`src/hdl/instrCachePkg.sv`:
```
//////////////////////////////////////////////////////////////////////
// Instruction word and address types, fill FSM states and the
// address field helpers shared by the cache blocks
//////////////////////////////////////////////////////////////////////
package instrCachePkg;

    localparam int WORD_BITS = 32;

    typedef logic [WORD_BITS-1:0] instrWordT;
    typedef logic [WORD_BITS-1:0] addrT;

    // Controller states
    typedef enum logic [1:0] {
        IDLE,
        FILL,
        BYPASS,
        DONE
    } fillStateT;

    // Field widths
    function automatic int offsetWidthOf(int blockWords);
        return $clog2(blockWords);
    endfunction

    function automatic int indexWidthOf(int sets);
        return $clog2(sets);
    endfunction

    // Two byte-offset bits sit below the word offset
    function automatic int tagWidthOf(int blockWords, int sets);
        return WORD_BITS - 2 - offsetWidthOf(blockWords) - indexWidthOf(sets);
    endfunction

    // Field extraction from a byte address
    function automatic int setIndexOf(addrT addr, int blockWords, int sets);
        addrT shifted;
        shifted = addr >> (2 + offsetWidthOf(blockWords));
        return int'(shifted & addrT'(sets - 1));
    endfunction

    function automatic int wordOffsetOf(addrT addr, int blockWords);
        return int'((addr >> 2) & addrT'(blockWords - 1));
    endfunction

endpackage

```
`src/hdl/cacheArrayIf.sv`:
```
//////////////////////////////////////////////////////////////////////
// Tag, valid, LRU and write enable traffic between the cache
// controller and the way arrays
//////////////////////////////////////////////////////////////////////
interface cacheArrayIf import instrCachePkg::*; #(
    parameter int blockWords = 4,
    parameter int sets       = 2
) ();

    // Lookup results for the addressed set
    logic                                    w1Valid;
    logic                                    w2Valid;
    logic [tagWidthOf(blockWords, sets)-1:0] w1Tag;
    logic [tagWidthOf(blockWords, sets)-1:0] w2Tag;
    logic                                    curLru;

    // Fill and LRU update requests
    logic                                    w1We;
    logic                                    w2We;
    logic [offsetWidthOf(blockWords)-1:0]    fillWord;
    logic                                    touchWay;
    logic                                    touchValid;

    modport array (
        output w1Valid, w2Valid, w1Tag, w2Tag, curLru,
        input  w1We, w2We, fillWord, touchWay, touchValid
    );

    modport ctrl (
        input  w1Valid, w2Valid, w1Tag, w2Tag, curLru,
        output w1We, w2We, fillWord, touchWay, touchValid
    );

endinterface

```
`src/hdl/instrCache.sv`:
```
//////////////////////////////////////////////////////////////////////
// Two-way set associative instruction cache top level with way
// select, bypass steering and bus address forming
//////////////////////////////////////////////////////////////////////
module instrCache import instrCachePkg::*; #(
    parameter int blockWords = 4,
    parameter int sets       = 2
) (
    input  logic                                    clk,
    input  logic                                    reset,
    input  logic                                    enable,
    input  logic                                    invalidate,
    input  logic                                    paReady,
    input  addrT                                    fetchAddr,
    input  logic [tagWidthOf(blockWords, sets)-1:0] physTag,
    input  logic                                    busReady,
    input  instrWordT                               hRData,
    output instrWordT                               rd,
    output addrT                                    hAddrF,
    output logic                                    iStall,
    output logic                                    hRequestF
);

    localparam int IB = indexWidthOf(sets);
    localparam int OB = offsetWidthOf(blockWords);

    logic [IB-1:0] setIdx;
    logic [OB-1:0] wordOff;
    logic [OB-1:0] addrWordOffset;
    instrWordT     w1Rd;
    instrWordT     w2Rd;
    instrWordT     cacheOut;
    logic          waySel;

    // Index and word offset are untranslated address bits
    assign setIdx  = IB'(setIndexOf(fetchAddr, blockWords, sets));
    assign wordOff = OB'(wordOffsetOf(fetchAddr, blockWords));

    // Physical word address, offset comes from the fill counter
    assign hAddrF = {physTag, setIdx, addrWordOffset, 2'b00};

    cacheArrayIf #(
        .blockWords(blockWords),
        .sets      (sets)
    ) arrIf ();

    instrCacheMemory #(
        .blockWords(blockWords),
        .sets      (sets)
    ) icm (
        .clk       (clk),
        .reset     (reset),
        .invalidate(invalidate),
        .arr       (arrIf.array),
        .setIndex  (setIdx),
        .readWord  (wordOff),
        .physTag   (physTag),
        .fillData  (hRData),
        .w1Rd      (w1Rd),
        .w2Rd      (w2Rd)
    );

    instrCacheController #(
        .blockWords(blockWords),
        .sets      (sets)
    ) icc (
        .clk           (clk),
        .reset         (reset),
        .enable        (enable),
        .paReady       (paReady),
        .busReady      (busReady),
        .arr           (arrIf.ctrl),
        .physTag       (physTag),
        .wordOffset    (wordOff),
        .waySel        (waySel),
        .iStall        (iStall),
        .hRequestF     (hRequestF),
        .addrWordOffset(addrWordOffset)
    );

    // Way select, then bus data when the arrays are bypassed
    assign cacheOut = waySel ? w2Rd : w1Rd;
    assign rd       = enable ? cacheOut : hRData;

endmodule

```
`src/hdl/instrCacheController.sv`:
```
//////////////////////////////////////////////////////////////////////
// Hit detection, victim choice, miss fill and bypass FSM, bus
// request and fetch stall generation
//////////////////////////////////////////////////////////////////////
module instrCacheController import instrCachePkg::*; #(
    parameter int blockWords = 4,
    parameter int sets       = 2
) (
    input  logic                                    clk,
    input  logic                                    reset,
    input  logic                                    enable,
    input  logic                                    paReady,
    input  logic                                    busReady,
    cacheArrayIf.ctrl                               arr,
    input  logic [tagWidthOf(blockWords, sets)-1:0] physTag,
    input  logic [offsetWidthOf(blockWords)-1:0]    wordOffset,
    output logic                                    waySel,
    output logic                                    iStall,
    output logic                                    hRequestF,
    output logic [offsetWidthOf(blockWords)-1:0]    addrWordOffset
);

    localparam int OB = offsetWidthOf(blockWords);
    localparam logic [OB-1:0] LAST_WORD = OB'(blockWords - 1);

    fillStateT     state;
    fillStateT     nextState;
    logic [OB-1:0] wordCount;
    logic          victim;
    logic          victimWay;
    logic          w1Hit;
    logic          w2Hit;
    logic          hit;
    logic          lookup;

    // Tag compare on both ways
    assign w1Hit  = arr.w1Valid && (arr.w1Tag == physTag);
    assign w2Hit  = arr.w2Valid && (arr.w2Tag == physTag);
    assign hit    = w1Hit || w2Hit;
    assign lookup = paReady && enable;
    assign waySel = w2Hit;

    // Invalid way first, otherwise the way not used last
    always_comb begin
        if (!arr.w1Valid) begin
            victim = 1'b0;
        end else if (!arr.w2Valid) begin
            victim = 1'b1;
        end else begin
            victim = !arr.curLru;
        end
    end

    always_ff @(posedge clk) begin
        if (reset) begin
            state     <= IDLE;
            wordCount <= '0;
            victimWay <= 1'b0;
        end else begin
            state <= nextState;
            if (state == IDLE) begin
                // Victim is frozen at the edge that starts the fill
                wordCount <= '0;
                victimWay <= victim;
            end else if (state == FILL && busReady) begin
                wordCount <= wordCount + OB'(1);
            end
        end
    end

    always_comb begin
        nextState = state;
        unique case (state)
            IDLE: begin
                if (paReady && !enable) begin
                    nextState = BYPASS;
                end else if (lookup && !hit) begin
                    nextState = FILL;
                end
            end
            FILL: begin
                if (busReady && wordCount == LAST_WORD) begin
                    nextState = DONE;
                end
            end
            BYPASS: begin
                if (busReady) begin
                    nextState = IDLE;
                end
            end
            DONE: nextState = IDLE;
            default: nextState = IDLE;
        endcase
    end

    // Stall, request and bus word offset
    always_comb begin
        iStall         = 1'b0;
        hRequestF      = 1'b0;
        addrWordOffset = wordOffset;
        unique case (state)
            IDLE: iStall = paReady && !(enable && hit);
            FILL: begin
                iStall         = 1'b1;
                hRequestF      = 1'b1;
                addrWordOffset = wordCount;
            end
            BYPASS: begin
                // Word goes straight to rd in the busReady cycle
                iStall    = !busReady;
                hRequestF = 1'b1;
            end
            DONE: iStall = 1'b1;
            default: iStall = 1'b0;
        endcase
    end

    // Fill writes land on the victim way
    assign arr.w1We     = (state == FILL) && busReady && !victimWay;
    assign arr.w2We     = (state == FILL) && busReady && victimWay;
    assign arr.fillWord = wordCount;

    // Hits mark their way as most recently used
    assign arr.touchValid = (state == IDLE) && lookup && hit;
    assign arr.touchWay   = waySel;

endmodule

```
`src/hdl/instrCacheMemory.sv`:
```
//////////////////////////////////////////////////////////////////////
// Two-way tag, valid, LRU and data arrays with asynchronous word
// reads and a one word per cycle fill port
//////////////////////////////////////////////////////////////////////
module instrCacheMemory import instrCachePkg::*; #(
    parameter int blockWords = 4,
    parameter int sets       = 2
) (
    input  logic                                    clk,
    input  logic                                    reset,
    input  logic                                    invalidate,
    cacheArrayIf.array                              arr,
    input  logic [indexWidthOf(sets)-1:0]           setIndex,
    input  logic [offsetWidthOf(blockWords)-1:0]    readWord,
    input  logic [tagWidthOf(blockWords, sets)-1:0] physTag,
    input  instrWordT                               fillData,
    output instrWordT                               w1Rd,
    output instrWordT                               w2Rd
);

    localparam int TB = tagWidthOf(blockWords, sets);
    localparam int OB = offsetWidthOf(blockWords);
    localparam logic [OB-1:0] LAST_WORD = OB'(blockWords - 1);

    // Index 0 is way 1, index 1 is way 2
    instrWordT       data  [2][sets][blockWords];
    logic [TB-1:0]   tags  [2][sets];
    logic [sets-1:0] valid [2];

    // One bit per set holding the most recently used way
    logic [sets-1:0] lru;

    logic [1:0] wayWe;
    logic       lastWord;

    assign wayWe    = {arr.w2We, arr.w1We};
    assign lastWord = (arr.fillWord == LAST_WORD);

    // Fill data and tag storage
    always_ff @(posedge clk) begin
        for (int w = 0; w < 2; w++) begin
            if (wayWe[w]) begin
                data[w][setIndex][arr.fillWord] <= fillData;
                // Tag goes in with the last word of the block
                if (lastWord) begin
                    tags[w][setIndex] <= physTag;
                end
            end
        end
    end

    // Valid and LRU state
    always_ff @(posedge clk) begin
        if (reset) begin
            valid[0] <= '0;
            valid[1] <= '0;
            lru      <= '0;
        end else begin
            for (int w = 0; w < 2; w++) begin
                if (invalidate) begin
                    valid[w] <= '0;
                end else if (wayWe[w] && lastWord) begin
                    valid[w][setIndex] <= 1'b1;
                end
            end
            if (arr.touchValid) begin
                lru[setIndex] <= arr.touchWay;
            end
        end
    end

    // Lookup side for the addressed set
    assign arr.w1Valid = valid[0][setIndex];
    assign arr.w2Valid = valid[1][setIndex];
    assign arr.w1Tag   = tags[0][setIndex];
    assign arr.w2Tag   = tags[1][setIndex];
    assign arr.curLru  = lru[setIndex];

    // Asynchronous word reads
    assign w1Rd = data[0][setIndex][readWord];
    assign w2Rd = data[1][setIndex][readWord];

endmodule

```
`config.mk`:
```
export PLATFORM = sky130hd
export DESIGN_NAME = instrCache
export DESIGN_NICKNAME = d
export VERILOG_FILES = /design/src/hdl/instrCachePkg.sv /design/src/hdl/cacheArrayIf.sv /design/src/hdl/instrCache.sv /design/src/hdl/instrCacheController.sv /design/src/hdl/instrCacheMemory.sv
export SDC_FILE = /design/constraint.sdc
export NUM_CORES = 1
export LEC_CHECK = 0
export BUFFER_PORTS_ARGS = -buffer_cell sky130_fd_sc_hd__buf_2
export CORE_MARGIN = 8
export CORE_UTILIZATION = 50
export DETAILED_ROUTE_END_ITERATION = 16
export GPL_TIMING_DRIVEN = 0
export MAX_ROUTING_LAYER = met4
export PLACE_DENSITY = 0.7
export SYNTH_ARGS = -nofsm -noshare
export SYNTH_HDL_FRONTEND = slang
export SYNTH_SLANG_ARGS = --single-unit
```
`constraint.sdc`:
```
create_clock -name clk -period 3.7 [get_ports clk]
set_input_delay 0.37 -clock clk [delete_from_list [all_inputs] [get_ports clk]]
set_output_delay 0.37 -clock clk [all_outputs]
set_load 0.05 [all_outputs]
```
# After elaboration in Yosys (flattened, before gate mapping)
# Memory sizes are Yosys's and may differ from the RTL's.
# Cells that the tools add are included.
[op_classes]
n_addsub = 1
magnitude_cmp = 7
eq_ne = 9
n_mux = 79
bitwise = 9
reduce_logical = 32
[op_table]
columns = ["cell", "count"]
rows = [
  ["2-to-1 mux 256 bit", 4],
  ["2-to-1 mux 128 bit", 7],
  ["OR reduction 256 bit", 1],
  ["2-to-1 mux 32 bit", 7],
  ["2-to-1 mux 54 bit", 4],
  ["2-to-1 mux 27 bit", 7],
  ["binary-select mux 32 bit (select 2 bit)", 2],
  ["demux 128 bit (select 1 bit)", 1],
  ["demux 32 bit (select 2 bit)", 1],
  ["equality test 27 bit", 2],
  ["OR reduction 54 bit", 1],
  ["2-to-1 mux 1 bit", 32],
  ["demux 27 bit (select 1 bit)", 1],
  ["logical AND 1 bit", 18],
  ["2-to-1 mux 2 bit", 9],
  ["case mux 2 bit (4 select lines)", 1],
  ["equality test 2 bit, second input constant", 3],
  ["greater-or-equal comparator 3 bit, second input constant", 2],
  ["zero test 1 bit", 6],
  ["inverter 2 -> 3 bit", 2],
  ["bitwise OR 1 bit", 6],
  ["OR reduction 2 bit", 3],
  ["!= test 2 bit, second input constant", 2],
  ["less-than comparator 3 x 1 -> 1 bit, second input constant", 1],
  ["other kinds (14)", 14],
]
[totals]
register_bits = 7
mem_bits_rw = 624
inputBits = 97
out_inout_bits = 66
elab_cells = 144
mem_count = 3
[mem_list]
columns = ["name", "words", "width", "rd", "rd_clocked_by_memory_dff", "wr", "line", "rtl"]
rows = [
  ["icm.data", 2, 256, 2, 0, 1, "instrCacheMemory.sv:26", "instrWordT data [2][sets][blockWords];"],
  ["icm.tags", 2, 54, 2, 0, 1, "instrCacheMemory.sv:27", "logic [TB-1:0] tags [2][sets];"],
  ["icm.valid", 2, 2, 2, 0, 2, "instrCacheMemory.sv:28", "logic [sets-1:0] valid [2];"],
]

# Logic depth before layout (Yosys ltp)
[depth]
depth_word = 12
depth_mapped = 13

# Hierarchy
# A second synthesis with hierarchy kept.
[unflattened]
cells_unflattened = 1222
hier_area_um2 = 25395.6
[modules_own_cells]
columns = ["mod", "n_inst", "cells_each", "area_each_um2", "seq_area_each_um2"]
rows = [
  ["instrCacheMemory", 1, 960, 23450.0, 18758.0],
  ["instrCacheController", 1, 124, 1011.0, 100.1],
  ["instrCache", 1, 138, 934.6, 0.0],
]

# Least setup slack after synthesis
# OpenSTA, ideal clock, no wires.
[synth_path]
path_type = "input-to-output"
from = "input port fetchAddr[4]"
to = "output port rd[0]"
arrival_time_ps = 3411
required_ps = 3330
slack_ps = -81
path_stages = 11
path_buffers = 4
path_cell_list = "buf_6 > buf_8 > mux2i_1 > xnor2_1 > nor4_2 > nand4_1 > nor4_4 > buf_6 > buf_12 > mux4_2 > o221ai_1"
[synth_via]
elab_chain_cells = 9
elab_cells_between_ends = 22
[synth_lines]
columns = ["item", "line", "rtl"]
rows = [
  ["from (decl)", "instrCache.sv:14", "input addrT fetchAddr,"],
  ["inverter 1 -> 2 bit (implied by the code)", "instrCacheMemory.sv:76, instrCacheMemory.sv:80, instrCacheMemory.sv:81", ""],
  ["2-to-1 mux 128 bit, on equally long branches (3 in series)", "instrCacheMemory.sv:80, instrCacheMemory.sv:81", ""],
  ["binary-select mux 32 bit (select 2 bit), on equally long branches", "instrCacheMemory.sv:80, instrCacheMemory.sv:81", ""],
  ["2-to-1 mux 32 bit, on equally long branches (2 in series)", "instrCacheMemory.sv:80, instrCacheMemory.sv:81", ""],
  ["2-to-1 mux 32 bit (*)", "instrCache.sv:82", "assign cacheOut = waySel ? w2Rd : w1Rd;"],
  ["2-to-1 mux 32 bit (*)", "instrCache.sv:83", "assign rd = enable ? cacheOut : hRData;"],
  ["to (decl)", "instrCache.sv:18", "output instrWordT rd,"],
]
# Every way passes the cells marked *; elsewhere a longest branch is shown, timed or not. The select of a mux whose other input is x is not followed.

==> reports/metrics.cfg <==
[sta]
setup_viol=32
worstMarginPinSlew_ns=1.396
hold_viol_final=0
period_minus_slack_ns=3.889
rsz0062_at_grt=yes
fin_crit_sh_pct=105.1
fin_worst_skew_ns=0.01177
final.setup.worst_slack_ns=-0.1887
drv_slew=0
fmax_mhz=257.2
slew_headroom_pct=6.915
setup_tns_ns=-4.793

[placed_design]
portBuffers=128
placed_cell_area_um2=27780
dp_hpwl_mm=34.87
gp_congestion=0.7477

[route]
antenna_left=0
drt_wl_total_mm=58.12
vias_per_cell=5.699
first_pass_iters=5
drtIter0Drc=1257
wl_per_cell_um=25.47
vias=13005
drcViolationCount=0

[grt]
grt_use_total_pct=19.85
antenna_found_initial=2
grt_start_max_net_pins=28
overflow=0
grt_pass1_wl_mm=85.37
first_global_vias=13561

[synth]
synthFlopType=edfxtp_1
syn_area_um2=25910
synth_cells=1326
synth-seq-area-share_pct=72.79
synth.avg_cell_area_um2=19.54
synthArstFlopShare_pct=0
synth_edf_count=622
ys_warn_count=0
synth_cell_types=43
synth_seq_cells=631

[finish]
layout.nets=1654
fillers=3732
drive_gt1_share_pct=26.89
design_area_um2=30410
area_delta_synth_final_pct=17.36
seq_area_um2=18860
fin_util_pct=59.27
multi_input_area_um2=6573

[floorplan]
fp.dieH_um=243.6
die_w_um=243.6
core_area_um2=51300
die_area_um2=59360
row_count=83
io_pins=163
start_util_pct=50.50

[cts]
cts_tree=done
numCtsBuffers=66
h-tree-depth=3
root_buffer=clkbuf_16
clockBufferDepth=3
clk_pin_slew_ns=0.06
cts.sinks=631
clk_latency_ns=0.58

[setup_path]
worstPathRequired_ns=3.33
path_max_fanout=5
crit_type=flip-flop to primary output
crit_path_end_kind=primary output
cp-start-kind=flip-flop
ff2ff_setup_slack_ns=0.89
worstPathArrival_ns=3.52

[flow_run]
max-cap-violations=0

[run_status]
status=complete, but fails checks
violations=negative setup slack

[power]
power_density_nw_per_um2=522.2
max-vdd-ir-drop_uv=530.4
p_leak_nw=10.69

[hold_path]
hp-class=input pin to flip-flop

state kept, by name (all words and copies together) (netlist names):
register	cells
icc.victimWay	1
icc.state	2
icm.valid	4
icm.tags	108
icm.data	512
icc.arr.fillWord	2
icm.lru	2
layer usage:
layer  track usage, %  routed length, um  up-vias
li1                 -                  -     5745
met1            26.29              25020     6712
met2            31.72              28720      466
met3            3.457               3498       82
met4            5.503                888        0
met5                -                  0        -
cell usage after synthesis (8+ instances only):
master / count / share of area, %
mux2i_1: 310 / 12
o221ai_2: 29 / 1.7
ha_1: 9 / 0.43
buf_4: 31 / 0.90
and2_1: 17 / 0.41
nand2b_1: 34 / 0.82
xor2_1: 21 / 0.71
dfxtp_1: 9 / 0.70
edfxtp_1: 622 / 72
nand2_1: 8 / 0.12
mux4_1: 17 / 1.7
xnor2_1: 34 / 1.1
inv_1: 13 / 0.19
nand4_1: 9 / 0.22
clkbuf_1: 17 / 0.25
buf_2: 33 / 0.64
mux4_2: 47 / 4.1
final cells by class:
class	instances	area share, %
well taps	680	2.798
inverters	13	0.1605
clock inverters	31	0.9958
repair buffers	153	4.346
clock buffers	88	5.913
flip-flops and latches	631	62.02
diodes	3	0.02469
plain buffers	90	2.123
multi-input cells	593	21.62
cells by family after synthesis:
group / share of synthesized area (%)
AO/OA/AOI/OAI: 2.328
XOR/XNOR: 1.859
adder cells (fa/ha/maj): 0.4346
buffers and inverters: 2.482
flip-flops: 72.79
multiplexers: 17.87
other: 0.01447
AND/OR/NAND/NOR: 2.221
layout by cell type, fill, tap and decap left out, types with 4 or more instances in the layout:
cell and instances:
clkbuf_1 36, clkinv_2 8, edfxtp_1 622, mux4_2 60, buf_6 36, nand3_1 4, nand2_1 8, mux4_1 4
clkinv_1 13, o221ai_2 19, buf_2 125, nor2_1 6, xor2_1 21, buf_12 24, nor4_2 5, inv_1 11
o21ai_0 7, bufinv_16 6, nand4_1 9, buf_4 32, xnor2_1 34, ha_1 9, nand2b_1 34, and2_2 15
dfxtp_1 9, mux2i_1 310, clkbuf_16 72, o221ai_4 13, nor3_1 6, a21oi_1 6
worst max-delay path, stage by stage (launching register included):
cell and delay, ns:
edfxtp_1 0.37, mux2i_1 0.16, xnor2_1 0.13, nor4_2 0.31
nand4_1 0.26, nor4_4 0.22, buf_6 0.19, buf_12 0.15
buf_16 0.14, mux4_2 0.54, o221ai_4 0.25, buf_6 0.21
report_power, final:
| group | total, mW | switching (mW) | leakage [nW] | internal, mW |
|---|---|---|---|---|
| registers | 7.98 | 0.0316 | 5.67 | 7.95 |
| logic | 1.42 | 0.939 | 4.00 | 0.483 |
| clock network | 6.48 | 2.64 | 1.02 | 3.84 |
| total | 15.9 | 3.61 | 10.7 | 12.3 |
worst paths after layout:
path / endpoint / cells after the start / from
setup / recovery: rd[31] / 11 / icm.tags[0][94]$_DFFE_PP_
hold / removal: icm.tags[0][73]$_DFFE_PP_ / 1 / physTag[19]
hold reg to reg: icm.lru[1]$_SDFFE_PP0P_ / 2 / icm.lru[1]$_SDFFE_PP0P_
setup reg to reg: icm.tags[0][46]$_DFFE_PP_ / 6 / icc.state[1]$_SDFFE_PP0P_
metrics by stage:
| step | hold WS (ns) | power, mW | setup WS, ns | cells |
|---|---|---|---|---|
| final | 0.06966 | 15.88 | -0.1887 | 2282 |
| after CTS | 0.03924 | 15.99 | -0.3152 | 2274 |
| after detailed placement | 0.4781 | 9.475 | -0.6122 | 2152 |
| after global placement | 0.4644 | 9.430 | -0.7053 | 2135 |
| after floorplan | 0.4499 | 9.022 | 0.2144 | 1327 |
| after global routing | 0.05856 | 16.33 | -0.3645 | 2281 |
timing repair:
item	4_1_cts	5_1_grt
cloned	0	3
pin swaps	6	5
setup buffers	3	2
hold buffers	0	0
endpoints found under the setup margin	33	33
resized for setup	97	13
No activity file was read; power rests on OpenSTA's default activity.
